File: src/design/mem_pkg.sv
`default_nettype none

package mem_pkg;

    // ------------------------------------------------------------
    // Sizes
    // ------------------------------------------------------------

    localparam int WB_DEPTH_LOG2 = 2;
    localparam int WB_DEPTH = 1 << WB_DEPTH_LOG2;    // Buffer slots.

    localparam int NUM_BANKS = 4;
    localparam int BANK_BITS = 2;
    localparam int BANK_LSB = 2;                     // Bank index is addr[3:2].

    // Word index sits above the bank bits.
    localparam int BANK_WORDS_LOG2 = 6;
    localparam int BANK_WORDS = 1 << BANK_WORDS_LOG2;

    localparam int BANK_LATENCY = 2;                 // Accept to response, in cycles.

    // ------------------------------------------------------------
    // Port words
    // ------------------------------------------------------------

    // Request. Zero strobe with valid is a load, fence overrides both.
    typedef struct packed {
        logic        valid;
        logic        fence;
        logic [31:0] addr;
        logic [31:0] wdata;
        logic [3:0]  wstrb;
    } mem_req_t;

    // Response. Ready is a single-cycle pulse.
    typedef struct packed {
        logic        ready;
        logic [31:0] rdata;
    } mem_rsp_t;

    // ------------------------------------------------------------
    // Write buffer slot
    // ------------------------------------------------------------

    // 68 bits, strobe on top.
    typedef struct packed {
        logic [3:0]  wstrb;
        logic [31:0] addr;
        logic [31:0] wdata;
    } wb_entry_t;

endpackage

`default_nettype wire

File: src/design/bank_router.sv
`default_nettype none

module bank_router (
    input  logic              clk,
    input  logic              rst,
    input  mem_pkg::mem_req_t dmem_req,
    input  logic              dmem_ready,
    output mem_pkg::mem_req_t bank_req [mem_pkg::NUM_BANKS],
    output logic              fence_pend
);

    logic [mem_pkg::BANK_BITS-1:0] sel;

    assign sel = dmem_req.addr[mem_pkg::BANK_LSB +: mem_pkg::BANK_BITS];

    // ------------------------------------------------------------
    // Request steering
    // ------------------------------------------------------------

    // Payload fans out to all banks, valid only to the addressed one.
    always_comb begin
        for (int b = 0; b < mem_pkg::NUM_BANKS; b++) begin
            bank_req[b]       = dmem_req;
            bank_req[b].valid = dmem_req.valid &&
                                (dmem_req.fence || sel == mem_pkg::BANK_BITS'(b));
        end
    end

    // ------------------------------------------------------------
    // Fence tracking
    // ------------------------------------------------------------

    // Tells the merger to collect acks instead of forwarding data.
    always_ff @(posedge clk) begin
        if (!rst) begin
            fence_pend <= 1'b0;
        end else if (dmem_req.valid && dmem_req.fence) begin
            fence_pend <= 1'b1;
        end else if (dmem_ready) begin
            fence_pend <= 1'b0;            // Merged ack has gone out.
        end
    end

endmodule

`default_nettype wire

File: config.mk
export PLATFORM = sky130hd
export DESIGN_NAME = bank_router
export DESIGN_NICKNAME = d
export VERILOG_FILES = /design/src/design/mem_pkg.sv /design/src/design/bank_router.sv
export SDC_FILE = /design/constraint.sdc
export NUM_CORES = 1
export LEC_CHECK = 0
export ABC_AREA = 1
export BUFFER_PORTS_ARGS = -buffer_cell sky130_fd_sc_hd__clkbuf_2
export CORE_AREA = 8 8 133 135
export CTS_CLUSTER_DIAMETER = 60
export DETAILED_ROUTE_END_ITERATION = 6
export DIE_AREA = 0 0 141 143
export HOLD_SLACK_MARGIN = 0.02
export PLACE_DENSITY = 0.47
export RECOVER_POWER = 100
export SYNTH_ARGS = -nofsm -noshare
export SYNTH_HDL_FRONTEND = slang
export SYNTH_SLANG_ARGS = --single-unit
File: constraint.sdc
create_clock -name clk -period 0.8 [get_ports clk]
set_input_delay 0.08 -clock clk [delete_from_list [all_inputs] [get_ports clk]]
set_output_delay 0.08 -clock clk [all_outputs]
set_load 0.03 [all_outputs]
=== Word level (Yosys, flattened, before mapping) ===
Cells that the tools add are included.

* Register bits after elaboration: 1
* Latch bits: 0
* Memory bits (writable): 0
* Memory bits (read-only): 0
* Bits of input ports: 73
* Output and inout port bits: 281
* Word-level logic and storage cells: 17
* Memories: 0

* Add/subtract/negate cells: 0
* $mul: 0
* Divide/modulo/power cells: 0
* Order comparisons: 0
* Eq/ne operators: 3
* Shift operators: 0
* Muxes and demuxes: 2
* Bitwise gates (word level): 0
* Reductions and logical operators: 11

{| class="wikitable"
|+ Operator list
! cell !! number
|-
| logical AND 1 bit || 5
|-
| == test 2 bit, second input constant || 2
|-
| logical OR 1 bit || 4
|-
| == test 2 x 1 -> 1 bit, second input constant || 1
|-
| logical NOT 2 bit || 1
|-
| two-way mux 1 bit || 2
|-
| nonzero test 2 bit || 1
|}

=== Longest topological paths before layout ===
Gate-level depths: netlist (run 1).

* Depth after elaboration: 3
* Gate-level depth with buffers: 3
* Mapped depth without buffers: 3

=== Worst setup path after synthesis (run 1) ===
Ideal clock, no wire load.

* Path type: reg-to-reg
* Start: register, netlist name fence_pend
* End: register fence_pend
* Arrival time: 0.688 ns
* Data required time: 0.734 ns
* Slack: 0.046 ns
* Cell stages (with the launch flop): 3
* Buffers on the path: 0
* Period minus slack after synthesis: 0.754 ns
* Cells stage by stage: dfxtp_1 > nand2_1 > a21oi_2

{| class="wikitable"
|+ RTL lines
! what !! line !! text
|-
| end signal, assigned || bank_router.sv:36 || <nowiki>fence_pend <= 1'b0;</nowiki>
|-
| end signal, assigned || bank_router.sv:38 || <nowiki>fence_pend <= 1'b1;</nowiki>
|-
| end signal, assigned || bank_router.sv:40 || <nowiki>fence_pend <= 1'b0;</nowiki>
|-
| end, declared || bank_router.sv:9 || <nowiki>output logic fence_pend</nowiki>
|}

==> results of run 1 <==
-- worst paths after layout --
path                                 endpoint  cells past startpoint  slack [ns]          from
worst max-delay path            bank_req[279]                      5         0.1  dmem_req[39]
worst min-delay path             bank_req[35]                      0        0.16  dmem_req[35]
worst max register to register     fence_pend                      2        0.20    fence_pend
worst min register to register     fence_pend                      2        0.49    fence_pend
-- area by class of cell --
cell class                      instances  area [um2]
Tap cell                              216         270
Timing Repair Buffer                   23         101
Fill cell                            1870       15100
Multi-Input combinational cell         11        50.0
Sequential cell                         1        20.0
Inverter                                4        15.0
-- cells by family after synthesis --
logic type      count (synthesis)  synth area share (%)
buf+inv                       280                  96.6
flops                           1                 0.926
simple gates                   10                  2.08
compound gates                  1                 0.405
-- power groups by stage --
stage	clock network [mW]	registers, mW	logic [mW]
floorplan	0	0.0604	2.64
global placement	0	0.0547	0.211
detailed placement	0	0.0548	0.210
CTS	0	0.0548	0.210
global route	0	0.0550	0.217
finish	0	0.0548	0.197
-- per-stage QoR --
step	area [um2]	power [mW]	utilization (%)	std cells	hold slack, ns
floorplan	2160	2.70	-	292	0.202
global placement	474	0.265	3.04	255	0.160
detailed placement	474	0.265	3.04	255	0.160
CTS	474	0.265	3.04	255	0.160
global route	457	0.272	2.93	255	0.160
finish	457	0.252	2.93	255	0.160
-- placed cells by master, fill, tap and decap left out, drive strengths merged --
master,netlist,final
dfxtp,1,1
clkbuf,0,22
a21oi,1,1
inv,4,4
buf,276,1
nand2,6,6
nand3,4,4
-- metal layers --
metal | up-vias | GRT usage (%) | share of wire, %
li1 | 96 | - | -
met1 | 88 | 0.510 | 6.3
met2 | 138 | 3.20 | 34
met3 | 112 | 3.54 | 35
met4 | 0 | 6.90 | 24
met5 | - | 0 | 0
-- timing repair --
| item | 4_1_cts | 5_1_grt |
|---|---|---|
| endpoints found under the hold margin | 0 | 0 |
| setup endpoints to repair | 0 | 2 |
| resized for setup | 0 | 3 |
==> results.toml, run 1 <==
[status]
status = "finished, final reports clean"

[floorplanning]
num_rows = 46
die_w_um = 141
start_util_pct = 13.9
core_area_um2 = 15600
pin_count = 354
die_y_um = 143
die-area_um2 = 20200

[route]
routed_via_density = 1.70
drt_wl_total_mm = 3.35
firstDrtPassIters = 4
postRouteAntennaNets = 0
vias = 434
wl_per_cell_um = 13.1
drtIter0Drc = 20
drc = 0

[final_layout]
drive_gt1_share_pct = 28.2
regMostFlops = "fence_pend"
num-nets-final = 114
largest_reg_flops = 1
syn_to_final_growth_pct = -78.9
reg_top3 = "fence_pend x1"
diodes = 0

[power]
p_leak_nw = 0.118
p_sw_share_pct = 61.2
power_density_nw_per_um2 = 552
p_seq_share_pct = 21.7
comb_power_share_pct = 78.3
switchingPower_uw = 154
internal_power_uw = 97.7
ir_worst_vdd_uv = 168
power_frac_clock_pct = 0

[global_route]
first_global_vias = 495
overflow = 0
grt_usage_pct = 2.68
grt_pass1_wl_mm = 4.06
antenna_found_initial = 0
grt_max_degree = 8

[worst_setup_path]
crit_chain = "clkbuf_2 -> inv_1 -> nand3_1 -> nand2_1 -> buf_2"
start_kind = "input port"
crit_path_end_kind = "output port"
cp_data_required_time_ns = 0.72
slowest_stage = "buf_2"
critical_path_buf_inv_count = 3
slowest_delay_ns = 0.19
cpLargestDelayFamily = "buffers and inverters"
crit_type = "in -> out"
crit_fanout = 7
cp.arrival_ns = 0.62

[placed_design]
gp_congestion = 0.651
place_ws_ns = 0.0774
portBuffers = 23

[clocking]
hold_buffers = 0
post_cts_buffers = 0
clock_latency_ns = 0

[timing]
clock.fmax_mhz = 1430
fin_crit_ns = 0.700
fin_skew_ns = 0
slew_headroom_pct = 73.3
worst_slew_pin_slew_ns = 0.402
rsz0062_at_grt = "false"
setup_tns_ns = 0
period_share_pct = 87.5
finalSetupViolations = 0
hold_viol = 0
worst_slack_ns = 0.0998
slew_viol_final = 0

[logic_synthesis]
synth_edf_count = 0
syn-instance-count = 292
synth_most_common_cell = "buf_4"
synth_nets = 365
synth-seq-cells = 1
synth_top_area_share_pct = 95.9
yosysUniqueCellTypes = 7
synthArstFlopShare_pct = 0
synth.cell_area_um2 = 2160
ys_seq_area_share_pct = 0.926
avgSynthCellArea_um2 = 7.40
netlist_top_cells_area = "buf_4, dfxtp_1, nand3_1"
synthFlopType = "dfxtp_1"
synth_common_cells = "buf_4, nand2_1, inv_1, nand3_1"
yosysWarnings = 0
synth_area_leader_cell = "buf_4"

[hold_path]
worstHoldPathType = "in -> out"

[run]
drv_cap = 0
No activity file was read; power rests on OpenSTA's default activity.
==> inputs of run 2 (changes only) <==
==> constraint.sdc (replaced) <==
create_clock -name clk -period 0.8 [get_ports clk]
set_input_delay 0 -clock clk [delete_from_list [all_inputs] [get_ports clk]]
set_output_delay 0 -clock clk [all_outputs]
set_load 0.03 [all_outputs]
==> results.toml, run 2 (synthesized netlist as in run 1, its figures left out) <==
[status]
status = "finished, final reports clean"

[power]
finalPower_mw = 2.05
ir_worst_vdd_uv = 404
power_density_nw_per_um2 = 2600
p_leak_nw = 0.391

[floorplanning]
num_rows = 46
start_util_pct = 13.9
die_y_um = 143
core_area_um2 = 15600
die_w_um = 141
pin_count = 354
die-area_um2 = 20200

[route]
drtIter0Drc = 4
vias = 697
wl_met3_um = 750
postRouteAntennaNets = 0
met1Wirelength_mm = 1.23
drt_wl_total_mm = 4.65
drc = 0
met2_length_mm = 2.67
highest_layer = "met3"
routed_via_density = 2.17
wl_per_cell_um = 14.5
firstDrtPassIters = 4

[timing]
period_share_pct = 76.5
fin_crit_ns = 0.612
slew_viol_final = 0
rsz0062_at_grt = "false"
holdWs_ns = 0.270
worst_slew_pin_slew_ns = 0.711
hold_viol = 0
slew_headroom_pct = 52.8
fin_skew_ns = 0
setup_tns_ns = 0
finalSetupViolations = 0
clock.fmax_mhz = 1630

[worst_setup_path]
crit_fanout = 2
slowest_stage = "clkbuf_1"
cpLargestDelayFamily = "buffers and inverters"
cp.arrival_ns = 0.61
critical_path_buf_inv_count = 1
crit_path_end_kind = "output port"
cp_data_required_time_ns = 0.80
slowest_delay_ns = 0.31
crit_chain = "clkbuf_1"
start_kind = "flop"
crit_type = "reg -> out"

[clocking]
clkSlewWorstSetupHoldPaths_ns = 0
clock_latency_ns = 0
post_cts_buffers = 0
hold_buffers = 48
cts.repair.resized = 0

[final_layout]
layout_commonest_cell = "clkbuf_2"
largest_reg_flops = 1
reg_top3 = "fence_pend x1"
fillCellCount = 1866
num-nets-final = 180
syn_to_final_growth_pct = -63.5
diodes = 0
mostFrequentLayoutCells = "clkbuf_2, clkbuf_1, nand2_1"
design_area_um2 = 788
utilization_pct = 5.05
regMostFlops = "fence_pend"
drive_gt1_share_pct = 74.3

[global_route]
grt_usage_pct = 3.34
antenna_found_initial = 0
grt_pass1_wl_mm = 5.37
grt_max_degree = 8
overflow = 0
first_global_vias = 719

[placed_design]
place_area_um2 = 474
portBuffers = 23
gp_congestion = 0.699

[hold_path]
worstHoldPathType = "in -> reg"

[run]
drv_cap = 0
[run 2: worst paths after layout]
| kind | start | endpoint | slack (ns) | depth (start not counted) |
|---|---|---|---|---|
| worst max register to register | fence_pend | fence_pend | 0.27 | 2 |
| worst max-delay path | fence_pend | fence_pend | 0.19 | 1 |
| worst min-delay path | dmem_ready | fence_pend | 0.27 | 4 |
| worst min register to register | fence_pend | fence_pend | 0.46 | 2 |
[run 2: final cells by class]
| class | count | area [um2] | share of cell area [%] |
|---|---|---|---|
| sequential | 1 | 20.0 | 2.54 |
| timing repair buffer | 89 | 429 | 54.4 |
| multi-input combinational | 11 | 53.8 | 6.83 |
| tap | 216 | 270 | 34.3 |
| inverter | 4 | 15.0 | 1.90 |
[run 2: report_power, final]
part | switching, mW | internal, mW
sequential | 0.00113 | 0.0537
combinational | 1.84 | 0.152
clock | 0 | 0
[run 2: through the flow]
stage          setup slack (ns)  instances
5_1_grt                   0.151        321
4_1_cts                   0.260        303
2_1_floorplan            0.0458        292
3_5_place_dp              0.262        255
3_3_place_gp              0.252        255
6_report                  0.188        321
[run 2: routing by layer]
metal / up-vias / GRT usage, %
met5: - / 0
met1: 273 / 2.78
met3: 0 / 1.77
met2: 196 / 7.04
li1: 228 / -
met4: 0 / 0.113
