<file path="config.mk">
export PLATFORM = sky130hd
export DESIGN_NAME = sram_bank
export DESIGN_NICKNAME = d
export VERILOG_FILES = /design/src/design/mem_pkg.sv /design/src/design/sram_bank.sv
export SDC_FILE = /design/constraint.sdc
export NUM_CORES = 2
export LEC_CHECK = 0
export BUFFER_PORTS_ARGS = -buffer_cell sky130_fd_sc_hd__buf_2
export CAP_MARGIN = 20
export CORE_MARGIN = 1.5
export CORE_UTILIZATION = 52
export DETAILED_ROUTE_END_ITERATION = 6
export PLACE_DENSITY = 0.68
export SETUP_SLACK_MARGIN = 0.4
export SLEW_MARGIN = 0
export SYNTH_ARGS = -nofsm -noshare
export SYNTH_HDL_FRONTEND = slang
export SYNTH_SLANG_ARGS = --single-unit
</file>
<file path="constraint.sdc">
create_clock -name clk -period 4.35 [get_ports clk]
set_clock_uncertainty 0.1 [all_clocks]
set_input_delay 0.2175 -clock clk [delete_from_list [all_inputs] [get_ports clk]]
set_output_delay 0.2175 -clock clk [all_outputs]
set_load 0.01 [all_outputs]
</file>
<file path="src/design/mem_pkg.sv">
`default_nettype none

package mem_pkg;

    // ------------------------------------------------------------
    // Sizes
    // ------------------------------------------------------------

    localparam int WB_DEPTH_LOG2 = 2;
    localparam int WB_DEPTH = 1 << WB_DEPTH_LOG2;    // Buffer slots.

    localparam int NUM_BANKS = 4;
    localparam int BANK_BITS = 2;
    localparam int BANK_LSB = 2;                     // Bank index is addr[3:2].

    // Word index sits above the bank bits.
    localparam int BANK_WORDS_LOG2 = 6;
    localparam int BANK_WORDS = 1 << BANK_WORDS_LOG2;

    localparam int BANK_LATENCY = 2;                 // Accept to response, in cycles.

    // ------------------------------------------------------------
    // Port words
    // ------------------------------------------------------------

    // Request. Zero strobe with valid is a load, fence overrides both.
    typedef struct packed {
        logic        valid;
        logic        fence;
        logic [31:0] addr;
        logic [31:0] wdata;
        logic [3:0]  wstrb;
    } mem_req_t;

    // Response. Ready is a single-cycle pulse.
    typedef struct packed {
        logic        ready;
        logic [31:0] rdata;
    } mem_rsp_t;

    // ------------------------------------------------------------
    // Write buffer slot
    // ------------------------------------------------------------

    // 68 bits, strobe on top.
    typedef struct packed {
        logic [3:0]  wstrb;
        logic [31:0] addr;
        logic [31:0] wdata;
    } wb_entry_t;

endpackage

`default_nettype wire

</file>
<file path="src/design/sram_bank.sv">
`default_nettype none

module sram_bank (
    input  logic              clk,
    input  logic              rst,
    input  mem_pkg::mem_req_t req,
    output mem_pkg::mem_rsp_t rsp
);

    logic [31:0] mem [mem_pkg::BANK_WORDS];

    logic [mem_pkg::BANK_WORDS_LOG2-1:0] index;
    logic                                is_load;

    logic [mem_pkg::BANK_LATENCY-1:0] ready_pipe;
    logic [31:0]                      data_pipe [mem_pkg::BANK_LATENCY];

    // Word index starts right above the bank select bits.
    assign index   = req.addr[mem_pkg::BANK_LSB + mem_pkg::BANK_BITS +: mem_pkg::BANK_WORDS_LOG2];
    assign is_load = req.valid && !req.fence && (req.wstrb == 4'b0000);

    // ------------------------------------------------------------
    // Storage
    // ------------------------------------------------------------

    always_ff @(posedge clk) begin
        if (req.valid && !req.fence) begin
            for (int b = 0; b < 4; b++) begin
                if (req.wstrb[b]) begin
                    mem[index][8*b +: 8] <= req.wdata[8*b +: 8];
                end
            end
        end
    end

    // ------------------------------------------------------------
    // Response pipeline
    // ------------------------------------------------------------

    always_ff @(posedge clk) begin
        if (!rst) begin
            ready_pipe <= '0;
        end else begin
            ready_pipe <= {ready_pipe[mem_pkg::BANK_LATENCY-2:0], req.valid};
        end
    end

    always_ff @(posedge clk) begin
        data_pipe[0] <= is_load ? mem[index] : 32'h0;     // Stores and fences return zero.
        for (int s = 1; s < mem_pkg::BANK_LATENCY; s++) begin
            data_pipe[s] <= data_pipe[s-1];
        end
    end

    assign rsp.ready = ready_pipe[mem_pkg::BANK_LATENCY-1];
    assign rsp.rdata = data_pipe[mem_pkg::BANK_LATENCY-1];

endmodule

`default_nettype wire

</file>
=== Word level (Yosys, flattened, before mapping) ===
Memories as Yosys holds them, arrays and structs flattened.
Index checks and enable logic that the tools add are counted.

* Multiplexer cells: 13
* Reductions and logical operators: 4

{| class="wikitable"
|+ Operator list
! kind !! count
|-
| 32-bit 2-to-1 mux || 1
|-
| 1-bit 2-to-1 mux || 12
|-
| 4-bit zero test || 1
|-
| 1-bit logical AND || 2
|-
| 1-bit zero test || 1
|}

* Register bits: 2
* Memory bits (writable): 2112
* Bits of input ports: 72
* Output and inout bits: 33
* Word-level logic and storage cells: 20
* Memories kept: 2

{| class="wikitable"
|+ Memory list
! name !! words !! width !! read ports !! clocked after Yosys merged registers in !! write ports !! RTL line !! source
|-
| mem || 64 || 32 || 1 || 0 || 1 || sram_bank.sv:10 || <nowiki>logic [31:0] mem [mem_pkg::BANK_WORDS];</nowiki>
|-
| data_pipe || 2 || 32 || 2 || 0 || 2 || sram_bank.sv:16 || <nowiki>logic [31:0] data_pipe [mem_pkg::BANK_LATENCY];</nowiki>
|}

=== Logic depth before layout (Yosys ltp) ===
* Depth in word-level cells: 4
* Depth in mapped cells: 11
* Depth with buffers taken out: 6

=== Worst setup path before layout ===
No wires, ideal clock.

* Kind: input port to flip-flop
* Start point: input port req[42] in the netlist's numbering
* End point: memory mem[13][16] (enable)
* Library setup time: 0.370 ns
* Data arrival time: 1.978 ns
* Required time: 3.880 ns
* Setup slack: 1.901 ns
* Cell stages on the path: 9
* Buffers on the path: 7
* Cell sequence: buf_6 buf_6 buf_2 buf_2 buf_2 buf_2 buf_2 nand3_1 nor2_1

{| class="wikitable"
|+ RTL lines
! element !! RTL line !! source
|-
| from (decl) || sram_bank.sv:6 || <nowiki>input mem_pkg::mem_req_t req,</nowiki>
|-
| to (decl) || sram_bank.sv:10 ||
|}

No word-level cell before the write port.

==> implementation parameters <==
Parameter                              Value

Synth
  Simple-gate share of the synthesized area    3.44%
  Most common library cells after synthesis    sky130_fd_sc_hd__edfxtp_1, sky130_fd_sc_hd__nor2_1, sky130_fd_sc_hd__a221oi_1
  Most used standard cell by instance count after synthesis    sky130_fd_sc_hd__edfxtp_1
  Proportion of synthesized flip-flops having asynchronous set or reset    0%
  Share of the yosys chip area belonging to registers    78.2%
  Post-synthesis share of cell area spent on full adders, half adders and majority gates    0%
  Main synth FF type    sky130_fd_sc_hd__edfxtp_1
  Compound-cell area share of the yosys netlist    11.3%
  Flops & latches, synth    2114
  Share of cell area taken by muxes after synthesis    4.69%
  Cell type with the largest total area after synthesis    sky130_fd_sc_hd__edfxtp_1
  Cell types with the largest area share after synthesis    sky130_fd_sc_hd__edfxtp_1, sky130_fd_sc_hd__a221oi_1, sky130_fd_sc_hd__a22oi_1
  Net count after synthesis    4703
  Distinct cell type count of the synthesized netlist    59
  Xor/xnor cell area share of the yosys netlist    0%
  Mean instance size in the synthesized netlist    17.3 sq um
  Largest family of logic cells by synthesized area    compound AO/OA/AOI/OAI gates
  Number of flops mapped to enable cells by yosys    2048
  Post-Syn Instances    4631
  Top cell type's share of synthesized area    76.6%
  Yosys warning total    0
  Netlist Area Pre-Place    0.0803 sq mm

GRT
  Total Routing Usage GR    28.1%
  Met1 track utilization from global routing    39.5%
  First-pass GRT wire length    318000 um
  Most utilized layer in the global route result    met2
  Vias in the first global route    45.0k
  Number of antenna violations at the first check in global routing    12
  Largest net degree at the start of global routing    117
  Met3 track demand over resource in global routing    6.37%
  Leftover overflow at the end of global routing    0
  Met2 Resource Use GR    43.1%

Clock network
  Number of levels the H-tree was split into    4
  TritonCTS clock tree    done
  Clk buf depth    3
  Number of buffers inserted by post-CTS setup repair    0
  Clock latency at the later pin of the worst-skew pair    0.85 ns
  Clock net sink count    2114
  Number of buffers added by the clock tree synthesis step    200
  Clock root cell    sky130_fd_sc_hd__clkbuf_16
  Worst-path clk slew    0.06 ns
  Post-cts repair resize count    0
  Hold buffer count at CTS    35

Critical path
  Cell count of the worst reg-to-reg path    6
  Flop-to-flop setup slack    1.82 ns
  Launching element type of the critical path    input pin
  Critical register-to-register path endpoint    data_pipe[0][4]
  Critical path endpoint category    register
  Largest fanout of any net on the critical path    13
  Data required time at the worst endpoint    4.96 ns
  Arrival time worst endpoint    3.85 ns
  Reg2reg start    mem[7][4]
  Start-to-end type of the worst setup path    in2reg

Timing
  Post-route fraction of the period consumed by the critical path    74.6%
  Setup-violating endpoint count in the final report    0
  Worst-Margin Slew    1.12 ns
  Minimum clock period    3.24 ns
  Normalized max-slew margin    25.3%
  Fmax    0.308 GHz
  Count of final max-slew check failures    0
  Number of hold violations in the final report    0
  Setup TNS after final layout    0 ns
  RSZ-0062 raised after global routing    false

Outcome
  Violations in the final reports    design-rule violations
  Outcome    complete, but fails checks

Run
  Maximum Capacitance Violations    0

Detailed routing
  Starting DRC count in detailed routing    7054
  Number of vias per cell    6.60
  Drt wl/cell    31.5 um
  Residual DRC count    2
  Detailed-router iteration count before antenna repair    7
  Antenna viol nets, final    0
  Aggregate routed wire length    222000 um
  Via total after detailed routing    46.5k

Place
  # port buffers    78
  Total placed instance area    0.0837 sq mm
  Total placed cells including tap cells    6630
  Final RePlAce weighted congestion    0.899
  Hpwl dp    134000 um

Min path
  Worst hold path stage count    5
  Hold Startpoint    req[68]
  Worst min path class    in2reg
  Worst Hold Path EP    data_pipe[0][14]

Die
  Die height    396 um
  Chip width    396 um
  Die outline area    0.157 sq mm
  Top-Level Pins    105
  Starting Density    52.3%
  Standard cell core area    0.154 sq mm
  Number of rows in the core area    144

Power and ir drop
  Switching power share of the total    21.8%
  Cell internal power dissipation    32.3 mW
  Power per standard cell area    457 mW/mm^2
  VDD IR max    0.000344 V
  Share of total power in sequential cells    54.2%
  Switching pwr    8.99 mW
  Reported leakage power    28.3 nW
  Proportion of power drawn by combinational gates    5.2%
  Clock network fraction of design power    40.6%

Final layout
  Area of all placed cells without fillers    0.0904 sq mm
  Share of layout cells above drive strength 1    16.1%
  Net count reported at finish    4905
  Post-synthesis to final-layout area growth    12.6%
  Number of inserted filler cells in the final layout    11.2k
  Post-route non-filler standard cell count    7048
==> cell type report <==
type | instances | area (sq um) | area share, %
timing repair buffer | 382 | 3090 | 3.42
sequential | 2114 | 62800 | 69.5
inverter | 4 | 20.0 | 0.0221
clock buffer | 263 | 5330 | 5.90
antenna | 4 | 10.0 | 0.0111
tap | 2044 | 2560 | 2.83
clock inverter | 106 | 921 | 1.02
multi-input combinational | 2131 | 15700 | 17.3
==> worst max-delay path, cell delays in order <==
cell                            delay (ns)
sky130_fd_sc_hd__dlygate4sd3_1        0.56
sky130_fd_sc_hd__buf_2                0.25
sky130_fd_sc_hd__and3b_1              0.38
sky130_fd_sc_hd__nand2b_1             0.72
sky130_fd_sc_hd__o22ai_1              0.28
sky130_fd_sc_hd__or4_1                0.56
sky130_fd_sc_hd__a2111oi_1            0.50
sky130_fd_sc_hd__buf_4                0.26
sky130_fd_sc_hd__a31oi_1              0.09
==> cell families (layout without fill, tap and decap cells) <==
logic type             Yosys count  in the layout
multiplexers                   243            243
flip-flops                    2114           2114
AND/OR/NAND/NOR                649            649
buffers and inverters          386            755
AO/OA/AOI/OAI                 1239           1239
other                            0              4
==> placed cells by master, fill, tap and decap left out, types with 15 or more instances in the layout <==
master,count
sky130_fd_sc_hd__edfxtp_1,2048
sky130_fd_sc_hd__nor2_1,424
sky130_fd_sc_hd__a221oi_1,330
sky130_fd_sc_hd__a22oi_1,328
sky130_fd_sc_hd__buf_4,241
sky130_fd_sc_hd__clkbuf_16,201
sky130_fd_sc_hd__a21oi_1,165
sky130_fd_sc_hd__o21ai_0,148
sky130_fd_sc_hd__mux4_2,102
sky130_fd_sc_hd__mux2i_1,93
sky130_fd_sc_hd__nand2_1,85
sky130_fd_sc_hd__o22ai_1,75
sky130_fd_sc_hd__buf_2,75
sky130_fd_sc_hd__dfxtp_1,66
sky130_fd_sc_hd__clkbuf_1,55
sky130_fd_sc_hd__mux2_2,48
sky130_fd_sc_hd__clkinv_1,41
sky130_fd_sc_hd__dlygate4sd3_1,40
sky130_fd_sc_hd__clkinv_2,34
sky130_fd_sc_hd__a22o_1,29
sky130_fd_sc_hd__nand3_1,25
sky130_fd_sc_hd__buf_12,23
sky130_fd_sc_hd__a222oi_1,22
sky130_fd_sc_hd__a31oi_1,16
sky130_fd_sc_hd__o211ai_1,15
==> metrics by stage <==
stage | worst slack [ns] | hold WS, ns | power (mW) | util, %
after floorplan | 1.90 | 0.210 | 23.8 | -
after global routing | 1.09 | 0.0656 | 42.3 | 58.8
after detailed placement | 0.818 | 0.213 | 24.9 | 54.4
after CTS | 1.17 | 0.0479 | 41.4 | 58.7
after global placement | 0.818 | 0.215 | 24.8 | 54.4
final | 1.11 | 0.0954 | 41.3 | 58.8
==> worst max-delay path by stage <==
stage                 start               to  cells past startpoint
finish              req[43]  data_pipe[0][4]                      9
global route        req[69]      mem[37][19]                      6
CTS                 req[69]      mem[37][19]                      6
detailed placement  req[41]       mem[23][6]                      5
global placement    req[69]      mem[29][20]                      5
floorplan           req[42]      mem[13][16]                      9
==> metal layers <==
layer | wire [um] | vias to the layer above
li1 | - | 19400
met1 | 85000 | 23700
met2 | 103000 | 2943
met3 | 25500 | 437
met4 | 8980 | 8
met5 | 52 | -
==> power by group through the flow <==
stage	logic [mW]	registers (mW)	clock network (mW)
finish	2.16	22.4	16.8
CTS	2.10	22.4	16.9
global placement	2.03	22.8	0
global route	2.25	22.4	17.7
detailed placement	2.07	22.8	0
floorplan	1.05	22.8	0
==> state kept, by name (all words and copies together), names as in the netlist <==
name,cells
mem,2048
ready_pipe,2
data_pipe,64
No activity file was read; power rests on OpenSTA's default activity.
