===== src/design/mem_pkg.sv =====
`default_nettype none

package mem_pkg;

    // ------------------------------------------------------------
    // Sizes
    // ------------------------------------------------------------

    localparam int WB_DEPTH_LOG2 = 2;
    localparam int WB_DEPTH = 1 << WB_DEPTH_LOG2;    // Buffer slots.

    localparam int NUM_BANKS = 4;
    localparam int BANK_BITS = 2;
    localparam int BANK_LSB = 2;                     // Bank index is addr[3:2].

    // Word index sits above the bank bits.
    localparam int BANK_WORDS_LOG2 = 6;
    localparam int BANK_WORDS = 1 << BANK_WORDS_LOG2;

    localparam int BANK_LATENCY = 2;                 // Accept to response, in cycles.

    // ------------------------------------------------------------
    // Port words
    // ------------------------------------------------------------

    // Request. Zero strobe with valid is a load, fence overrides both.
    typedef struct packed {
        logic        valid;
        logic        fence;
        logic [31:0] addr;
        logic [31:0] wdata;
        logic [3:0]  wstrb;
    } mem_req_t;

    // Response. Ready is a single-cycle pulse.
    typedef struct packed {
        logic        ready;
        logic [31:0] rdata;
    } mem_rsp_t;

    // ------------------------------------------------------------
    // Write buffer slot
    // ------------------------------------------------------------

    // 68 bits, strobe on top.
    typedef struct packed {
        logic [3:0]  wstrb;
        logic [31:0] addr;
        logic [31:0] wdata;
    } wb_entry_t;

endpackage

`default_nettype wire


===== src/design/write_buffer.sv =====
`default_nettype none

module write_buffer (
    input  logic              clk,
    input  logic              rst,
    input  mem_pkg::mem_req_t core_req,
    output mem_pkg::mem_rsp_t core_rsp,
    output mem_pkg::mem_req_t dmem_req,
    input  mem_pkg::mem_rsp_t dmem_rsp
);

    // ------------------------------------------------------------
    // State
    // ------------------------------------------------------------

    mem_pkg::wb_entry_t queue [mem_pkg::WB_DEPTH];

    logic [mem_pkg::WB_DEPTH_LOG2-1:0] wr_ptr;
    logic [mem_pkg::WB_DEPTH_LOG2-1:0] rd_ptr;
    logic                              wrap;       // Write side is one lap ahead.

    logic              busy;                       // One memory request in flight.
    logic              out_queue;                  // In-flight request is the head slot.
    logic              out_core;                   // In-flight request is a load or fence.
    logic              store_ack;
    mem_pkg::mem_req_t hold;                       // Core operation waiting its turn.
    mem_pkg::mem_req_t dmem_q;

    // ------------------------------------------------------------
    // Decisions
    // ------------------------------------------------------------

    mem_pkg::mem_req_t op;
    logic              op_store;
    logic              op_order;
    logic              empty;
    logic              full;
    logic              pop;
    logic              push;
    logic              bypass;
    logic              issue_head;
    logic              issue_op;
    logic              op_done;
    logic              issue;

    always_comb begin
        // A fresh request wins, the core never has two open.
        op = core_req.valid ? core_req : hold;

        op_store = op.valid && !op.fence && (op.wstrb != 4'b0000);
        op_order = op.valid && !op_store;          // Load or fence.

        empty = (wr_ptr == rd_ptr) && !wrap;
        full  = (wr_ptr == rd_ptr) && wrap;

        // Slot frees only once memory has taken the store.
        pop = busy && out_queue && dmem_rsp.ready;

        issue_head = !empty && !busy;
        bypass     = op_store && empty && !busy;
        push       = op_store && !bypass && (!full || pop);
        issue_op   = op_order && empty && !busy;

        op_done = bypass || push || issue_op;
        issue   = issue_head || bypass || issue_op;
    end

    // Store acks are registered, load and fence data come straight through.
    always_comb begin
        core_rsp.ready = store_ack || (out_core && dmem_rsp.ready);
        core_rsp.rdata = (out_core && dmem_rsp.ready) ? dmem_rsp.rdata : 32'h0;
    end

    assign dmem_req = dmem_q;

    // ------------------------------------------------------------
    // Registers
    // ------------------------------------------------------------

    always_ff @(posedge clk) begin
        if (!rst) begin
            wr_ptr    <= '0;
            rd_ptr    <= '0;
            wrap      <= 1'b0;
            busy      <= 1'b0;
            out_queue <= 1'b0;
            out_core  <= 1'b0;
            store_ack <= 1'b0;
            hold      <= '0;
            dmem_q    <= '0;
        end else begin
            store_ack <= bypass || push;

            if (push) begin
                wr_ptr <= wr_ptr + 1'b1;
            end
            if (pop) begin
                rd_ptr <= rd_ptr + 1'b1;
            end
            // Both pointers wrapping in one cycle cancel out.
            wrap <= wrap ^ (push && wr_ptr == '1) ^ (pop && rd_ptr == '1);

            hold <= op;
            if (op_done) begin
                hold.valid <= 1'b0;
            end

            dmem_q.valid <= 1'b0;                  // One-cycle request pulse.
            if (issue_head) begin
                dmem_q.valid <= 1'b1;
                dmem_q.fence <= 1'b0;
                dmem_q.addr  <= queue[rd_ptr].addr;
                dmem_q.wdata <= queue[rd_ptr].wdata;
                dmem_q.wstrb <= queue[rd_ptr].wstrb;
            end else if (bypass || issue_op) begin
                dmem_q <= op;
            end

            if (issue) begin
                busy      <= 1'b1;
                out_queue <= issue_head;
                out_core  <= issue_op;
            end else if (dmem_rsp.ready) begin
                busy      <= 1'b0;
                out_queue <= 1'b0;
                out_core  <= 1'b0;
            end
        end
    end

    // Slot storage.
    always_ff @(posedge clk) begin
        if (push) begin
            queue[wr_ptr].wstrb <= op.wstrb;
            queue[wr_ptr].addr  <= op.addr;
            queue[wr_ptr].wdata <= op.wdata;
        end
    end

endmodule

`default_nettype wire


===== config.mk =====
export PLATFORM = sky130hd
export DESIGN_NAME = write_buffer
export DESIGN_NICKNAME = d
export VERILOG_FILES = /design/src/design/mem_pkg.sv /design/src/design/write_buffer.sv
export SDC_FILE = /design/constraint.sdc
export NUM_CORES = 1
export LEC_CHECK = 0
export BUFFER_PORTS_ARGS = -buffer_cell sky130_fd_sc_hd__clkbuf_2
export CAP_MARGIN = 30
export CORE_ASPECT_RATIO = 2
export CORE_UTILIZATION = 55
export CTS_CLUSTER_DIAMETER = 80
export DETAILED_ROUTE_END_ITERATION = 7
export PLACE_DENSITY_LB_ADDON = 0.15
export RECOVER_POWER = 100
export SLEW_MARGIN = 20
export SYNTH_ARGS = -nofsm -noshare
export SYNTH_HDL_FRONTEND = slang
export SYNTH_SLANG_ARGS = --single-unit

===== constraint.sdc =====
create_clock -name clk -period 10.7 [get_ports clk]
set_input_delay 1.605 -clock clk [delete_from_list [all_inputs] [get_ports clk]]
set_output_delay 1.605 -clock clk [all_outputs]
set_load 0.005 [all_outputs]

* Yosys cells after proc, flatten, opt, wreduce, memory -nomap -nowiden
Memories as Yosys holds them, arrays and structs flattened. A register that Yosys moved wholly into a read port is not among the register bits. Index checks and enable logic that the tools add are counted.
Cells by class: add/sub/neg operators 2, eq/ne operators 3, reductions and logical operators 36, muxes and demuxes 12, bitwise gates (word level) 3
Operators with widths (number):
- 2-to-1 mux 70 bit | 3
- 2-to-1 mux 32 bit | 1
- logical AND 1 bit | 17
- zero test 1 bit | 7
- logical OR 1 bit | 7
- 2-to-1 mux 1 bit | 6
- adder 2 x 1 -> 2 bit, second input constant | 2
- equality test 2 bit, second input constant | 2
- 2-to-1 mux 2 bit | 2
- nonzero test 2 bit | 2
- nonzero test 4 bit | 1
- OR reduction 2 bit | 2
- equality test 2 bit | 1
- bitwise XOR 1 bit | 2
- inverter 1 bit | 1
Storage, ports and cells: output and inout port bits 103, memories 1, bits in registers 149, bits in writable memories 272, input bits 105
Memory list:
- queue | words 4, bits a word 68, rd ports 1, clocked after memory_dff 1, wr ports 1, RTL line write_buffer.sv:16 | mem_pkg::wb_entry_t queue [mem_pkg::WB_DEPTH];

* Depth between registers and ports, before layout
word-level depth 12, mapped depth 8, depth with buffers taken out 5

* Least setup slack after synthesis
No wires, ideal clock.
path type input-to-reg, start input core_req[69] in the netlist's numbering, end memory queue[3][0] in the netlist's numbering, enable pin, buffers on the path 2, data arrival time 4977 ps, slack 5239 ps, library setup time 484 ps, stages on the path 4, cell sequence buf_2 buf_2 a211o_1 nor3_2
On the way: cells in the longest elaborated chain, start to end 11, elaborated cells on any way between the ends 12, classes of those cells mux: 3; reduce/logical: 9
Ends and longest elaborated chain:
- start, declared | RTL line write_buffer.sv:6 | input mem_pkg::mem_req_t core_req,
- 2-to-1 mux 70 bit * | RTL line write_buffer.sv:48 | op = core_req.valid ? core_req : hold;
- zero test 1 bit | RTL line write_buffer.sv:50 | op_store = op.valid && !op.fence && (op.wstrb != 4'b0000);
- logical AND 1 bit | RTL line write_buffer.sv:50
- logical AND 1 bit * | RTL line write_buffer.sv:50
- logical AND 1 bit (2 in series) | RTL line write_buffer.sv:60 | bypass = op_store && empty && !busy;
- zero test 1 bit | RTL line write_buffer.sv:61 | push = op_store && !bypass && (!full || pop);
- logical AND 1 bit * (2 in series) | RTL line write_buffer.sv:61
- 2-to-1 mux 1 bit * | RTL line write_buffer.sv:133 | if (push) begin
- 2-to-1 mux 1 bit (not written as such) * | RTL line write_buffer.sv:136 | queue[wr_ptr].wdata <= op.wdata;
- end, declared | RTL line write_buffer.sv:16
Mark *: on every way between the ends. The rest lies on a longest branch, timed or not.

* Worst setup path in the final report
start input core_req[69] in the netlist's numbering, end memory queue[0][37] in the netlist's numbering, enable pin
On the way: cells in the longest elaborated chain, start to end 11, elaborated cells on any way between the ends 12, classes of those cells mux: 3; reduce/logical: 9
Ends and longest elaborated chain:
- 2-to-1 mux 70 bit * | RTL line write_buffer.sv:48
- zero test 1 bit | RTL line write_buffer.sv:50
- logical AND 1 bit | RTL line write_buffer.sv:50
- logical AND 1 bit * | RTL line write_buffer.sv:50
- logical AND 1 bit (2 in series) | RTL line write_buffer.sv:60
- zero test 1 bit | RTL line write_buffer.sv:61
- logical AND 1 bit * (2 in series) | RTL line write_buffer.sv:61
- 2-to-1 mux 1 bit * | RTL line write_buffer.sv:133
- 2-to-1 mux 1 bit (not written as such) * | RTL line write_buffer.sv:135 | queue[wr_ptr].addr <= op.addr;
Marks and branches as above.

==> results.md <==
* Outcome: finished, violations left
* Violated checks: capacitance limit, slew limit
* Clock latency reported for the late side of the worst-skew pair at 0.53 ns
* Routed length per placed instance at 20.3 um
* Post-route DRC at 0
* Initial standard-cell utilization of the core at 56.0%
* Fraction of registers with async set/reset at 0%
* Post-route clock period utilization at around 61%
* Final HPWL from detailed placement at 21100 um
* Mapped Cells at 1226
* Syn Std Cell Area at 16500 um2
* Clock sink total at 423
* Data arrival time at the worst-slack endpoint at roughly 6.7 ns
* Final worst clock skew at 0.0191 ns
* Worst hold-check path type: reg -> reg
* Library cell used as clock root buffer: sky130_fd_sc_hd__clkbuf_16
* Portion of synthesized cell area occupied by the leading cell type at 49.4%
* Rel. slew slack at -171%
* Share of post-route cells with drive strength above 1 at about 16%
* Number of vias after detailed routing at 10368
* Final max-slew violation count at between 400 and 500
* Final setup fails at 0
* Clock tree from TritonCTS: done
* Dominant cells by area after synthesis: sky130_fd_sc_hd__edfxtp_1, sky130_fd_sc_hd__dfxtp_1, sky130_fd_sc_hd__mux2i_1, sky130_fd_sc_hd__mux2_2, sky130_fd_sc_hd__nand2_1
* First-pass detailed-route iteration total at 5
* Mean Syn Cell Area at 13.5 um2
* Tightest Pin Transition at 4.06 ns
* Hold buffer count at CTS at 0
* Most frequently used cell type in the post-synthesis netlist: sky130_fd_sc_hd__edfxtp_1
* Setup repair after global routing missed its margin: false
* Data required time at the worst endpoint at between 10 and 15 ns
* Critical path type: in -> reg
* Die outline height at about 250 um
* Leak at 0.00658 uW
* Final Hold Vio Count at 0
* Number of synthesized flops with an enable pin at 272
* Die boundary width at around 120 um
* Wire length of the first global-routing pass at 56500 um
* DRT Wirelength at 36300 um
* Synthesized flop and latch total at ~420
* Setup TNS at 0 ns
* Number of unique standard cell types used by synthesis at 41
* Count of buffers added by post-CTS timing repair for setup at 0
* Post-route minimum period at 6.57 ns
* Global Route Usage Sum at between 20% and 30%
* Num rows at 89
* Clock slew at the register clock pins of the worst setup and hold paths at roughly 0.06 ns
* Sequential area share after synthesis at 67.7%
* Yosys Warn Count at 0
* H-tree level count at 2
* Main synth FF type: sky130_fd_sc_hd__edfxtp_1
* Biggest area consumer among synthesized cells: sky130_fd_sc_hd__edfxtp_1
* I/O pin cnt at 208
* Total of max-cap violations at 10
* Synth Net Count at 1336
* Critical Path End Type: register
* Number of antenna violations at the first check in global routing at 0
* Total Power at 3430 uW
* Post-route antenna net violation count at 0
* Pin count of the biggest net entering global routing at 70
* Total overflow reported by the global router at 0
* Type of element launching the critical path: input pin
* Num CTS Buffers at 37
* Post-cts gate resize count at 0
* Post-detailed-route via-to-cell ratio at 5.81
* Top fanout value on the critical path at 41
* IR Drop Worst-Case VDD at 0.132 mV
* Routability Congestion at 0.767
* Power per Cell Area at 182 nW/um2
* Most frequent cells after synthesis: sky130_fd_sc_hd__edfxtp_1, sky130_fd_sc_hd__dfxtp_1, sky130_fd_sc_hd__nand2_1
* Achievable Freq at 152 MHz
* Nets at 1502
* Vias in the first global route at 10380
* Die Outline Area at 30800 um2
* Floorplan core area at between 20000 and 30000 um2
* Syn-to-layout area delta at 13.8%
* Count of port buffers added during placement at roughly 210
* Number of buffers on the longest clock path at 3
* Iteration-0 DRC Markers at 630
* Final antenna diode count at 0
-- cells in the final DEF, fill, tap and decap left out, drive strengths merged, types with 2 or more instances in the layout --
cell      n
mux4      2
and3     32
dfxtp   151
nor3      2
o21ai     5
a21oi     4
bufinv    2
inv       8
nor4      2
o22ai    66
mux2i   137
xor2      4
clkbuf  261
nor2     17
and2     71
nor2b     2
or3       2
nand2b    3
mux2     66
nand3    67
buf       6
edfxtp  272
nand2   138
ha        5
a211o     3
clkinv   15
a21o      2
a31oi    67
-- sequential cells by signal (all words and copies together) (netlist names), 2 cells and up, named ones only --
name      flops
wr_ptr        2
rd_ptr        2
dmem_req     70
hold         70
queue       272
-- layer usage --
layer / vias to the layer above / GRT usage (%) / share of wire [%]
li1: 4867 / - / -
met1: 5176 / 26.8 / 39
met2: 266 / 44.1 / 54
met3: 59 / 3.22 / 4.0
met4: 0 / 10.0 / 3.2
met5: - / 0 / 0
-- stage by stage --
stage / hold slack [ns] / setup WS [ns] / util (%) / instance area, um2 / std cells
2_1_floorplan: 0.463 / 5.24 / - / 16500 / 1226
3_3_place_gp: 0.456 / 6.42 / 60.0 / 17700 / 1715
3_5_place_dp: 0.460 / 6.33 / 60.2 / 17800 / 1717
4_1_cts: 0.469 / 6.70 / 64.2 / 19000 / 1785
5_1_grt: 0.483 / 3.69 / 63.7 / 18800 / 1785
6_report: 0.468 / 4.13 / 63.7 / 18800 / 1785
-- critical path, cell delays in order --
cell	delay (ns)
sky130_fd_sc_hd__clkbuf_1	0.48
sky130_fd_sc_hd__o21ai_0	0.20
sky130_fd_sc_hd__a211o_1	0.34
sky130_fd_sc_hd__nor2_1	0.25
sky130_fd_sc_hd__and2_0	2.35
sky130_fd_sc_hd__clkbuf_1	1.42
-- where the power goes --
| group | internal, uW | total [uW] | switching (uW) | leakage (uW) |
|---|---|---|---|---|
| combinational | 98.4 | 284 | 186 | 0.00227 |
| sequential | 1810 | 1840 | 28.2 | 0.00372 |
| clock | 739 | 1310 | 569 | 0.000595 |
| total | 2650 | 3430 | 782 | 0.00658 |
-- layout make-up --
type / count / area (um2)
repair buffers: 218 / 1030
inverters: 7 / 27.5
well taps: 364 / 455
clock buffers: 49 / 1040
clock inverters: 19 / 146
fillers: 2278 / 10700
multi-input cells: 705 / 4910
flip-flops and latches: 423 / 11200
-- cells by family (layout without fill, tap and decap cells) --
| kind of cell | after synthesis | after routing | share of synthesized area (%) |
|---|---|---|---|
| multiplexers | 205 | 205 | 13.1 |
| AO/OA/AOI/OAI | 148 | 148 | 5.63 |
| AND/OR/NAND/NOR | 343 | 343 | 10.3 |
| buffers and inverters | 98 | 293 | 2.72 |
| XOR/XNOR | 4 | 4 | 0.212 |
| flip-flops | 423 | 423 | 67.7 |
| adder cells (fa/ha/maj) | 5 | 5 | 0.378 |
-- worst paths after layout --
path,startpoint,end,slack (ns),depth (start not counted)
max reg2reg,wr_ptr[0],queue[0][37],4.48,6
min reg2reg,dmem_req[31],dmem_req[31],0.47,2
max,core_req[69],queue[0][37],4.13,6
min,dmem_req[31],dmem_req[31],0.47,2
Note: power is estimated with default switching activity, not from simulation.
