### src/design/mem_pkg.sv
`default_nettype none

package mem_pkg;

    // ------------------------------------------------------------
    // Sizes
    // ------------------------------------------------------------

    localparam int WB_DEPTH_LOG2 = 2;
    localparam int WB_DEPTH = 1 << WB_DEPTH_LOG2;    // Buffer slots.

    localparam int NUM_BANKS = 4;
    localparam int BANK_BITS = 2;
    localparam int BANK_LSB = 2;                     // Bank index is addr[3:2].

    // Word index sits above the bank bits.
    localparam int BANK_WORDS_LOG2 = 6;
    localparam int BANK_WORDS = 1 << BANK_WORDS_LOG2;

    localparam int BANK_LATENCY = 2;                 // Accept to response, in cycles.

    // ------------------------------------------------------------
    // Port words
    // ------------------------------------------------------------

    // Request. Zero strobe with valid is a load, fence overrides both.
    typedef struct packed {
        logic        valid;
        logic        fence;
        logic [31:0] addr;
        logic [31:0] wdata;
        logic [3:0]  wstrb;
    } mem_req_t;

    // Response. Ready is a single-cycle pulse.
    typedef struct packed {
        logic        ready;
        logic [31:0] rdata;
    } mem_rsp_t;

    // ------------------------------------------------------------
    // Write buffer slot
    // ------------------------------------------------------------

    // 68 bits, strobe on top.
    typedef struct packed {
        logic [3:0]  wstrb;
        logic [31:0] addr;
        logic [31:0] wdata;
    } wb_entry_t;

endpackage

`default_nettype wire

### src/design/resp_merge.sv
`default_nettype none

module resp_merge (
    input  logic              clk,
    input  logic              rst,
    input  mem_pkg::mem_rsp_t bank_rsp [mem_pkg::NUM_BANKS],
    input  logic              fence_pend,
    output mem_pkg::mem_rsp_t dmem_rsp
);

    logic [mem_pkg::NUM_BANKS-1:0] hit;
    logic [mem_pkg::NUM_BANKS-1:0] acks;
    logic [mem_pkg::NUM_BANKS-1:0] acks_q;     // Sticky fence acks.
    logic [31:0]                   data;

    always_comb begin
        data = 32'h0;
        for (int b = 0; b < mem_pkg::NUM_BANKS; b++) begin
            hit[b] = bank_rsp[b].ready;
            data   = data | (bank_rsp[b].rdata & {32{hit[b]}});   // One-hot mux.
        end
        acks = acks_q | hit;

        if (fence_pend) begin
            dmem_rsp.ready = &acks;
            dmem_rsp.rdata = 32'h0;
        end else begin
            dmem_rsp.ready = |hit;
            dmem_rsp.rdata = data;
        end
    end

    // Cleared once the merged fence ack has pulsed.
    always_ff @(posedge clk) begin
        if (!rst) begin
            acks_q <= '0;
        end else if (fence_pend && !(&acks)) begin
            acks_q <= acks;
        end else begin
            acks_q <= '0;
        end
    end

endmodule

`default_nettype wire

### config.mk
export PLATFORM = sky130hd
export DESIGN_NAME = resp_merge
export DESIGN_NICKNAME = d
export VERILOG_FILES = /design/src/design/mem_pkg.sv /design/src/design/resp_merge.sv
export SDC_FILE = /design/constraint.sdc
export NUM_CORES = 1
export LEC_CHECK = 0
export BUFFER_PORTS_ARGS = -buffer_cell sky130_fd_sc_hd__buf_2
export CAP_MARGIN = 30
export CORE_AREA = 2 2 66 68
export DETAILED_ROUTE_END_ITERATION = 10
export DIE_AREA = 0 0 68 70
export GPL_ROUTABILITY_DRIVEN = 0
export GPL_TIMING_DRIVEN = 0
export PLACE_DENSITY_LB_ADDON = 0.05
export SLEW_MARGIN = 20
export SYNTH_ARGS = -nofsm -noshare
export SYNTH_HDL_FRONTEND = slang
export SYNTH_SLANG_ARGS = --single-unit
### constraint.sdc
create_clock -name clk -period 1.72 [get_ports clk]
set_clock_uncertainty 0.05 [all_clocks]
set_input_delay 0.344 -clock clk [delete_from_list [all_inputs] [get_ports clk]]
set_output_delay 0.344 -clock clk [all_outputs]
set_load 0.02 [all_outputs]
# Yosys cells after proc, flatten, opt, wreduce, memory -nomap -nowiden
# Cells that the tools add are included.
[classes]
n_reduce_logical = 5
muxes = 1
n_bitwise = 8
[op_table]
columns = ["op", "n"]
rows = [
  ["$and A32 B32 Y32", 4],
  ["$or A32 B32 Y32", 3],
  ["$mux W33", 1],
  ["$or A4 B4 Y4", 1],
  ["$reduce_and A4 Y1", 1],
  ["$reduce_or A4 Y1", 1],
  ["$reduce_and A2 Y1", 1],
  ["$logic_and A1 B1 Y1", 1],
  ["$logic_not A1 Y1", 1],
]
[totals]
register_bits = 4
word_cells = 15
in_bits = 135
out_inout_bits = 33

# Logic depth before layout (Yosys ltp)
# Gate-level depths: netlist (run 1).
[logic_depth]
word_depth = 5
mapped_depth = 4
depth_no_buf = 3

# Least setup slack after synthesis (run 1)
# No wires, ideal clock.
[synth_timing]
path_kind = "input-to-output"
startpoint = "in bank_rsp[32] (netlist bit)"
endpoint = "out dmem_rsp[32] (netlist bit)"
required_ps = 1326
t_arrival_ps = 1246
setup_slack_ps = 80
n_path_buf = 1
stages = 4
cell_sequence = "buf_4 -> nor2_2 -> or4b_1 -> o21ai_0"
[synth_lines]
columns = ["element", "line_no", "text"]
rows = [
  ["start: declaration", "resp_merge.sv:6", "input mem_pkg::mem_rsp_t bank_rsp [mem_pkg::NUM_BANKS],"],
  ["end: declaration", "resp_merge.sv:8", "output mem_pkg::mem_rsp_t dmem_rsp"],
]

==> reports/results.tsv, run 1 <==
metric	value	unit
status	complete, but fails checks	
violations	setup timing	
diodes	0	
routed_wl	4.957	mm
slew_viol_final	0	
final_cell_mix	buf_2, a22oi_1, a21oi_1	
endpoint_kind	primary output	
dieArea	0.004760	mm2
hold_path.class	primary input to flop	
critPathKind	flop to primary output	
rrSetupSlack	0.72	ns
syn2layout_area_growth	105.6	%
syn_inst	133	
clk_pin_slew	0.03	ns
cts_tree	yes	
row_count	24	
netlist.area_leader.share	53.86	%
finalHoldViolCount	0	
drc	0	
core	0.004144	mm2
fin_ws	-0.008047	ns
postRouteAntennaNets	0	
drt_pre_antenna_iters	6	
via_per_inst	5.103	
ioPinCount	168	
cts.path.max_buffers	2	
yosys-top-cells-area	a22oi_1, a21oi_1, dfxtp_1	
grt_max_degree	11	
fin_area	0.001834	mm2
maxCapViolations	0	
drive_gt1_share	63.42	%
track_usage	18.97	%
ys_seq_area_share	8.976	%
placed_area	0.001768	mm2
tightest_slew	0.4480	ns
syn-num-nets	268	
p_total	0.8088	mW
hpwl	3.911	mm
post_cts_buffers	0	
cp.required	1.33	ns
setup_viol	1	
peakVddDrop	0.0005023	V
yosysWarnings	0	
crit_arrival	1.33	ns
nFillCells	456	
largest_reg_flops	4	
critPathMaxFanout	2	
start_util	21.53	%
cts.sinks	4	
htree_levels	1	
cts_made_buffers	3	
vias	1786	
routedWlPerCell	14.16	um
cts-root-buf	clkbuf_8	
drt_iter0_drc	95	
maxSlewHeadroom	70.13	%
period_share	100.5	%
grt_pass1_wl	7.176	mm
postSynthAreaPerCell	6.708	um2
synth_largest_area_cell	a22oi_1	
power.density	440.9	mW/mm2
die_h	70	um
start_kind	flop	
num-nets-final	435	
synth_area	892.1	um2
holdBufCountCts	0	
fp.dieW	68	um
layout_commonest_cell	buf_2	
grt-ovfl-total	0	
top_regs	acks_q: 4 flops	
p_leak	1.039	nW
post-route-min-period	1.728	ns
max_freq	578.7	MHz
regMostFlops	acks_q	
ys_seq_elements	4	
synth_cell_types	13	
worstSkewPairLatency	0.22	ns
grt_pass1_vias	1595	
grt_setup_unrepaired	yes	
io_buffers	162	
antenna_found_initial	0	
[kinds of logic (layout without fill, tap and decap cells)]
| kind of cell | after synthesis | count (layout) | share of synthesized area, % |
|---|---|---|---|
| and+or+nand+nor | 10 | 10 | 5.471 |
| AOI/OAI and AO/OA | 99 | 99 | 74.89 |
| buffers and inverters | 20 | 185 | 10.66 |
| DFF | 4 | 4 | 8.977 |
[path summary, 6_finish.rpt]
check	from	end	depth (start not counted)
max	acks_q[0]	dmem_rsp[32]	4
min	rst	acks_q[1]	3
max reg2reg	acks_q[0]	acks_q[2]	3
min reg2reg	acks_q[1]	acks_q[1]	2
[power breakdown]
part | total (mW) | switching, mW | internal [mW] | leakage [nW]
sequential | 0.101 | 0.00223 | 0.0986 | 0.0336
combinational | 0.502 | 0.263 | 0.239 | 0.984
clock | 0.206 | 0.0562 | 0.150 | 0.0216
[worst max-delay path: stages, from the launching register on]
cell     delay [ns]
dfxtp_2        0.32
o22ai_2        0.09
or4b_1         0.46
o21ai_1        0.09
buf_4          0.15
[per-layer routing]
metal | vias to the layer above | track usage, % | routed length (um)
met2 | 106 | 34.30 | 2452
met5 | - | 0 | 0
met4 | 0 | 4.889 | 77
li1 | 880 | - | -
met3 | 6 | 2.576 | 501
met1 | 794 | 22.72 | 1925
[synthesized netlist by cell type]
library cell / n
nor4_1: 1
nor2_2: 1
nor2_1: 7
o311ai_2: 1
clkbuf_1: 12
buf_2: 4
dfxtp_1: 4
or4b_1: 1
a22oi_1: 64
o21ai_0: 1
o22ai_1: 1
a21oi_1: 32
buf_4: 4
[area by class of cell]
| class | count | area [um2] | area share (%) |
|---|---|---|---|
| Timing Repair Buffer | 162 | 813.3 | 44.34 |
| Multi-Input combinational cell | 109 | 723.2 | 39.43 |
| Buffer | 20 | 108.9 | 5.934 |
| Sequential cell | 4 | 82.58 | 4.502 |
| Tap cell | 52 | 65.06 | 3.547 |
| Clock buffer | 3 | 41.29 | 2.251 |
[repair_timing]
item	CTS	global route
resized for setup	14	4
setup endpoints to repair	21	21
cloned	0	0
pin swaps	0	0
[stage by stage]
stage | instances | worst slack (ns) | hold WS [ns] | setup TNS, ns | utilization, %
2_1_floorplan | 133 | 0.08036 | 0.4054 | 0 | -
3_3_place_gp | 347 | -0.08646 | 0.4160 | -1.124 | 42.66
3_5_place_dp | 347 | -0.1096 | 0.4290 | -1.236 | 42.66
4_1_cts | 350 | -0.02412 | 0.3735 | -0.02412 | 44.20
5_1_grt | 350 | -0.06103 | 0.3951 | -0.06103 | 44.26
6_report | 350 | -0.008047 | 0.3739 | -0.008047 | 44.26
Power figures use the tool's default switching activity.
==> inputs of run 2 (changes only) <==
Settings changed: CORE_AREA 2 2 66 68 to 2 2 64 66, CTS_BUF_LIST from default to sky130_fd_sc_hd__clkbuf_8, DIE_AREA 0 0 68 70 to 0 0 66 68.
==> run 2 against run 1 <==
Effect of this change: the run now ends clean; utilization grew 3.2 points; hold slack worse by 0.0030 ns; via count fell by 1.2%; count of clock-buffer cells in the layout is the same; critical endpoint unchanged; die area down 5.7%; final area shrank 0.27%; clock power decreased by 2%; first-iteration DRC count is 46% lower; largest cell class unchanged; critical path type unchanged.
==> reports/results.tsv, run 2 (synthesized netlist as in run 1, its figures left out) <==
metric	value	unit	change
cp.required	1.33	ns	about the same
grt_max_degree	11		unchanged
largest_reg_flops	4		unchanged
vias	1764		-1.2%
start_kind	flop		
diodes	0		unchanged
fp.dieW	66	um	-2.9%
fin_area	0.001829	mm2	-0.27%
tightest_slew	0.4652	ns	+0.01719 ns
placed_area	0.001765	mm2	-0.14%
die_h	68	um	-2.9%
syn2layout_area_growth	105.0	%	
cp_slowest_stage_delay	0.46	ns	about the same
pre_cts_slack	-0.06591	ns	+0.04367 ns
io_buffers	162		unchanged
p_leak	1.033	nW	-0.60%
post_cts_buffers	0		unchanged
worstSkewPairLatency	0.22	ns	about the same
maxSlewHeadroom	68.99	%	-1.1 points
max_freq	583.8	MHz	+0.89%
holdPathStages	3		unchanged
finalHoldViolCount	0		unchanged
peakVddDrop	0.0003281	V	-35%
ioPinCount	168		unchanged
num-nets-final	435		unchanged
ff2ff_path_depth	3		unchanged
drc	0		unchanged
antenna_found_initial	0		unchanged
via_per_inst	5.069		-0.66%
grt_pass1_wl	6.520	mm	-9.1%
power.density	438.5	mW/mm2	-0.55%
layout_commonest_cell	buf_2		
critPathMaxFanout	2		unchanged
post-route-min-period	1.713	ns	-0.01519 ns
routedWlPerCell	13.72	um	-3.1%
slew_viol_final	0		unchanged
fin_ws	0.007140	ns	+0.01519 ns
drive_gt1_share	62.75	%	-0.67 points
hold_path.class	primary input to flop		
top_regs	acks_q: 4 flops		
p_total	0.8021	mW	-0.83%
grt_setup_unrepaired	yes		
start_util	23.13	%	+1.6 points
drt_iter0_drc	51		-46%
routed_wl	4.775	mm	-3.7%
crit_arrival	1.32	ns	about the same
dieArea	0.004488	mm2	-5.7%
endpoint_kind	primary output		
period_share	99.58	%	-0.88 points
cts.path.max_buffers	2		unchanged
critPathKind	flop to primary output		
crit_path_top_delay_cell	or4b_1		
crit_chain	o22ai_2 > or4b_1 > o21ai_1 > buf_4		
cts_tree	yes		
clk_pin_slew	0.03	ns	about the same
postRouteAntennaNets	0		unchanged
hpwl	3.852	mm	-1.5%
final_cell_mix	buf_2, a22oi_1, a21oi_1		
status	finished, final reports clean		
cts-root-buf	clkbuf_8		
htree_levels	1		unchanged
nFillCells	421		-7.7%
grt-ovfl-total	0		unchanged
setup_viol	0		-1
regMostFlops	acks_q		
track_usage	18.44	%	-0.54 points
grt_pass1_vias	1488		-6.7%
cts_made_buffers	3		unchanged
maxCapViolations	0		unchanged
row_count	23		-4.2%
drt_pre_antenna_iters	4		-2
core	0.003856	mm2	-6.9%
cts.sinks	4		unchanged
[run 2: cell types whose count changed in the layout (fill, tap and decap cells not counted)]
| cell | change |
|---|---|
| clkbuf_2 | -2 |
| clkbuf_1 | +2 |
[run 2: metal layers]
metal | GRT usage [%] | share of wire [%] | up-vias
met5 | 0 | 0 | -
met1 | 21.10 | 38 | 774
met4 | 5.357 | 0.71 | 0
met3 | 3.289 | 11 | 5
met2 | 34.97 | 50 | 105
li1 | - | - | 880
[run 2: metrics by stage]
stage / hold slack [ns] / util, % / instances / setup TNS [ns]
2_1_floorplan: 0.4054 / - / 133 / 0
3_3_place_gp: 0.4198 / 45.78 / 345 / -0.5927
3_5_place_dp: 0.4303 / 45.78 / 345 / -0.8736
4_1_cts: 0.3764 / 47.40 / 348 / -0.003281
5_1_grt: 0.3943 / 47.44 / 348 / -0.04536
6_report: 0.3709 / 47.44 / 348 / 0
[run 2: path summary, 6_finish.rpt]
path                   from  slack, ns           end
setup / recovery  acks_q[0]      0.007  dmem_rsp[32]
hold / removal          rst       0.37     acks_q[0]
setup reg to reg  acks_q[3]       0.73     acks_q[3]
hold reg to reg   acks_q[2]       0.43     acks_q[2]
[run 2: worst max-delay path: cells and delay by family (launching register included)]
family | cells | cell delay (ns)
compound gates | 2 | 0.16
buf+inv | 1 | 0.15
flops | 1 | 0.32
simple gates | 1 | 0.46
[run 2: repair_timing]
action	4_1_cts	5_1_grt
hold buffers	0	0
resized for setup	13	2
cloned	0	0
endpoints found under the setup margin	21	11
pin swaps	1	0
[run 2: power breakdown]
group | leakage (nW) | internal [mW] | switching (mW)
Clock | 0.0216 | 0.150 | 0.0527
Combinational | 0.978 | 0.238 | 0.261
Sequential | 0.0336 | 0.0987 | 0.00222
Total | 1.03 | 0.486 | 0.316
[run 2: final cells by class]
class / count / area [um2] / area share (%)
Clock buffer: 3 / 41.29 / 2.257
Multi-Input combinational cell: 109 / 723.2 / 39.54
Tap cell: 50 / 62.56 / 3.420
Sequential cell: 4 / 82.58 / 4.514
Timing Repair Buffer: 162 / 813.3 / 44.46
Buffer: 20 / 106.4 / 5.814
==> inputs of run 3 (changes only) <==
Settings changed: ABC_CLOCK_PERIOD_IN_PS from default to 1720, REMOVE_ABC_BUFFERS from default to 1.
==> run 3 against run 2 <==
Effect of this change: the flow now finishes with violations (setup timing); first-iteration DRC count rose to 2.6 times the previous value; non-clock buffer count fell by 13; register-to-register slack barely moved; final cell count fell by 3.7%; final area rose by 3.6%; hold slack improved by 0.00055 ns; routed wire length rose by 13%; critical path type is now primary input to primary output; highest routed layer unchanged.
==> reports/results.tsv, run 3 (synthesized netlist as in run 1, its figures left out) <==
metric	value	unit	change
critPathKind	primary input to primary output		
cts_made_buffers	3		unchanged
grt-ovfl-total	0		unchanged
grt_pass1_wl	7.514	mm	+15%
post-route-min-period	1.747	ns	+0.03403 ns
wl_met1	2.044	mm	+12%
setup_viol	1		+1
num-nets-final	422		-3.0%
holdBufCountCts	0		unchanged
grt_max_degree	36		+25
fin_ws	-0.02689	ns	-0.03403 ns
routedWlPerCell	16.16	um	+18%
pre_cts_slack	-0.5109	ns	-0.4449 ns
top_layer_used	met4		
final_util	49.12	%	+1.7 points
fp.dieW	66	um	unchanged
drt_pre_antenna_iters	4		unchanged
slew_viol_final	0		unchanged
maxCapViolations	0		unchanged
crit_arrival	1.35	ns	+0.03 ns
antenna_found_initial	0		unchanged
htree_levels	1		unchanged
row_count	23		unchanged
endpoint_kind	primary output		
hpwl	3.624	mm	-5.9%
largest_reg_flops	4		unchanged
cts.sinks	4		unchanged
postRouteAntennaNets	0		unchanged
critPathMaxFanout	35		+33
cp.required	1.33	ns	about the same
period_share	101.6	%	+2.0 points
top_regs	acks_q: 4 flops		
drive_gt1_share	62.11	%	-0.65 points
violations	setup timing		
tightest_slew	0.3479	ns	-0.1173 ns
holdPathStages	3		unchanged
maxSlewHeadroom	76.77	%	+7.8 points
grt_setup_unrepaired	yes		
cts-root-buf	clkbuf_8		
die_h	68	um	unchanged
finalHoldViolCount	0		unchanged
drt_iter0_drc	131		+160%
max_freq	572.4	MHz	-1.9%
start_kind	primary input		
io_buffers	167		+3.1%
cts_tree	yes		
power.density	433.8	mW/mm2	-1.1%
dr_wl_met3	394	um	-24%
dieArea	0.004488	mm2	unchanged
p_leak	1.047	nW	+1.3%
vias	1705		-3.3%
diodes	0		unchanged
cts.path.max_buffers	2		unchanged
track_usage	21.27	%	+2.8 points
ff2ff_path_depth	3		unchanged
dr_wl_met2	2.946	mm	+23%
routed_wl	5.415	mm	+13%
start_util	23.13	%	unchanged
layout_commonest_cell	buf_2		
core	0.003856	mm2	unchanged
clk_pin_slew	0.03	ns	about the same
status	complete, but fails checks		
syn2layout_area_growth	112.3	%	
ioPinCount	168		unchanged
final_cell_mix	buf_2, a22oi_1, a21oi_1		
worstSkewPairLatency	0.21	ns	about the same
drc	0		unchanged
hold_path.class	primary input to flop		
grt_pass1_vias	1424		-4.3%
peakVddDrop	0.0006956	V	+110%
via_per_inst	5.090		+0.41%
regMostFlops	acks_q		
[run 3: metrics by stage]
stage	cells	TNS (ns)	instance area (um2)	total power [mW]	hold WS [ns]
after floorplan	113	0	797.0	0.3044	0.4019
after global placement	330	-3.754	1695	0.5812	0.4129
after detailed placement	330	-3.487	1695	0.5819	0.4343
after CTS	335	-0.02100	1894	0.8283	0.3749
after global routing	335	-0.06612	1894	0.8876	0.3923
final	335	-0.02689	1894	0.8218	0.3715
[run 3: worst max-delay path, cell delays in order]
cell and delay (ns):
buf_12 0.16, o22ai_2 0.11, or4b_1 0.47, o21ai_1 0.09, buf_4 0.15
[run 3: cell type report]
class	instances	area, um2
clock buffer	3	41.29
fill	409	1962
multi-input combinational	109	723.2
sequential	4	82.58
tap	50	62.56
timing repair buffer	169	984.7
[run 3: repair_timing]
action                                  4_1_cts  5_1_grt
resized for setup                            25        0
cloned                                        2        0
setup buffers                                 0        0
endpoints found under the setup margin       33        1
[run 3: per-layer routing]
metal / GRT usage (%) / vias up
met3: 4.276 / 4
met4: 1.276 / 0
met5: 0 / -
met1: 26.08 / 781
li1: - / 857
met2: 40.15 / 63
[run 3: report_power, final]
group | switching [mW] | leakage (nW) | internal, mW
clock network | 0.0457 | 0.0216 | 0.149
registers | 0.00236 | 0.0336 | 0.0987
logic | 0.262 | 0.991 | 0.264
total | 0.310 | 1.05 | 0.512
[run 3: worst paths after layout]
path / start / endpoint / slack [ns]
worst max-delay path: bank_rsp[131] / dmem_rsp[32] / -0.03
worst min register to register: acks_q[3] / acks_q[3] / 0.43
worst min-delay path: rst / acks_q[1] / 0.37
worst max register to register: acks_q[0] / acks_q[3] / 0.73
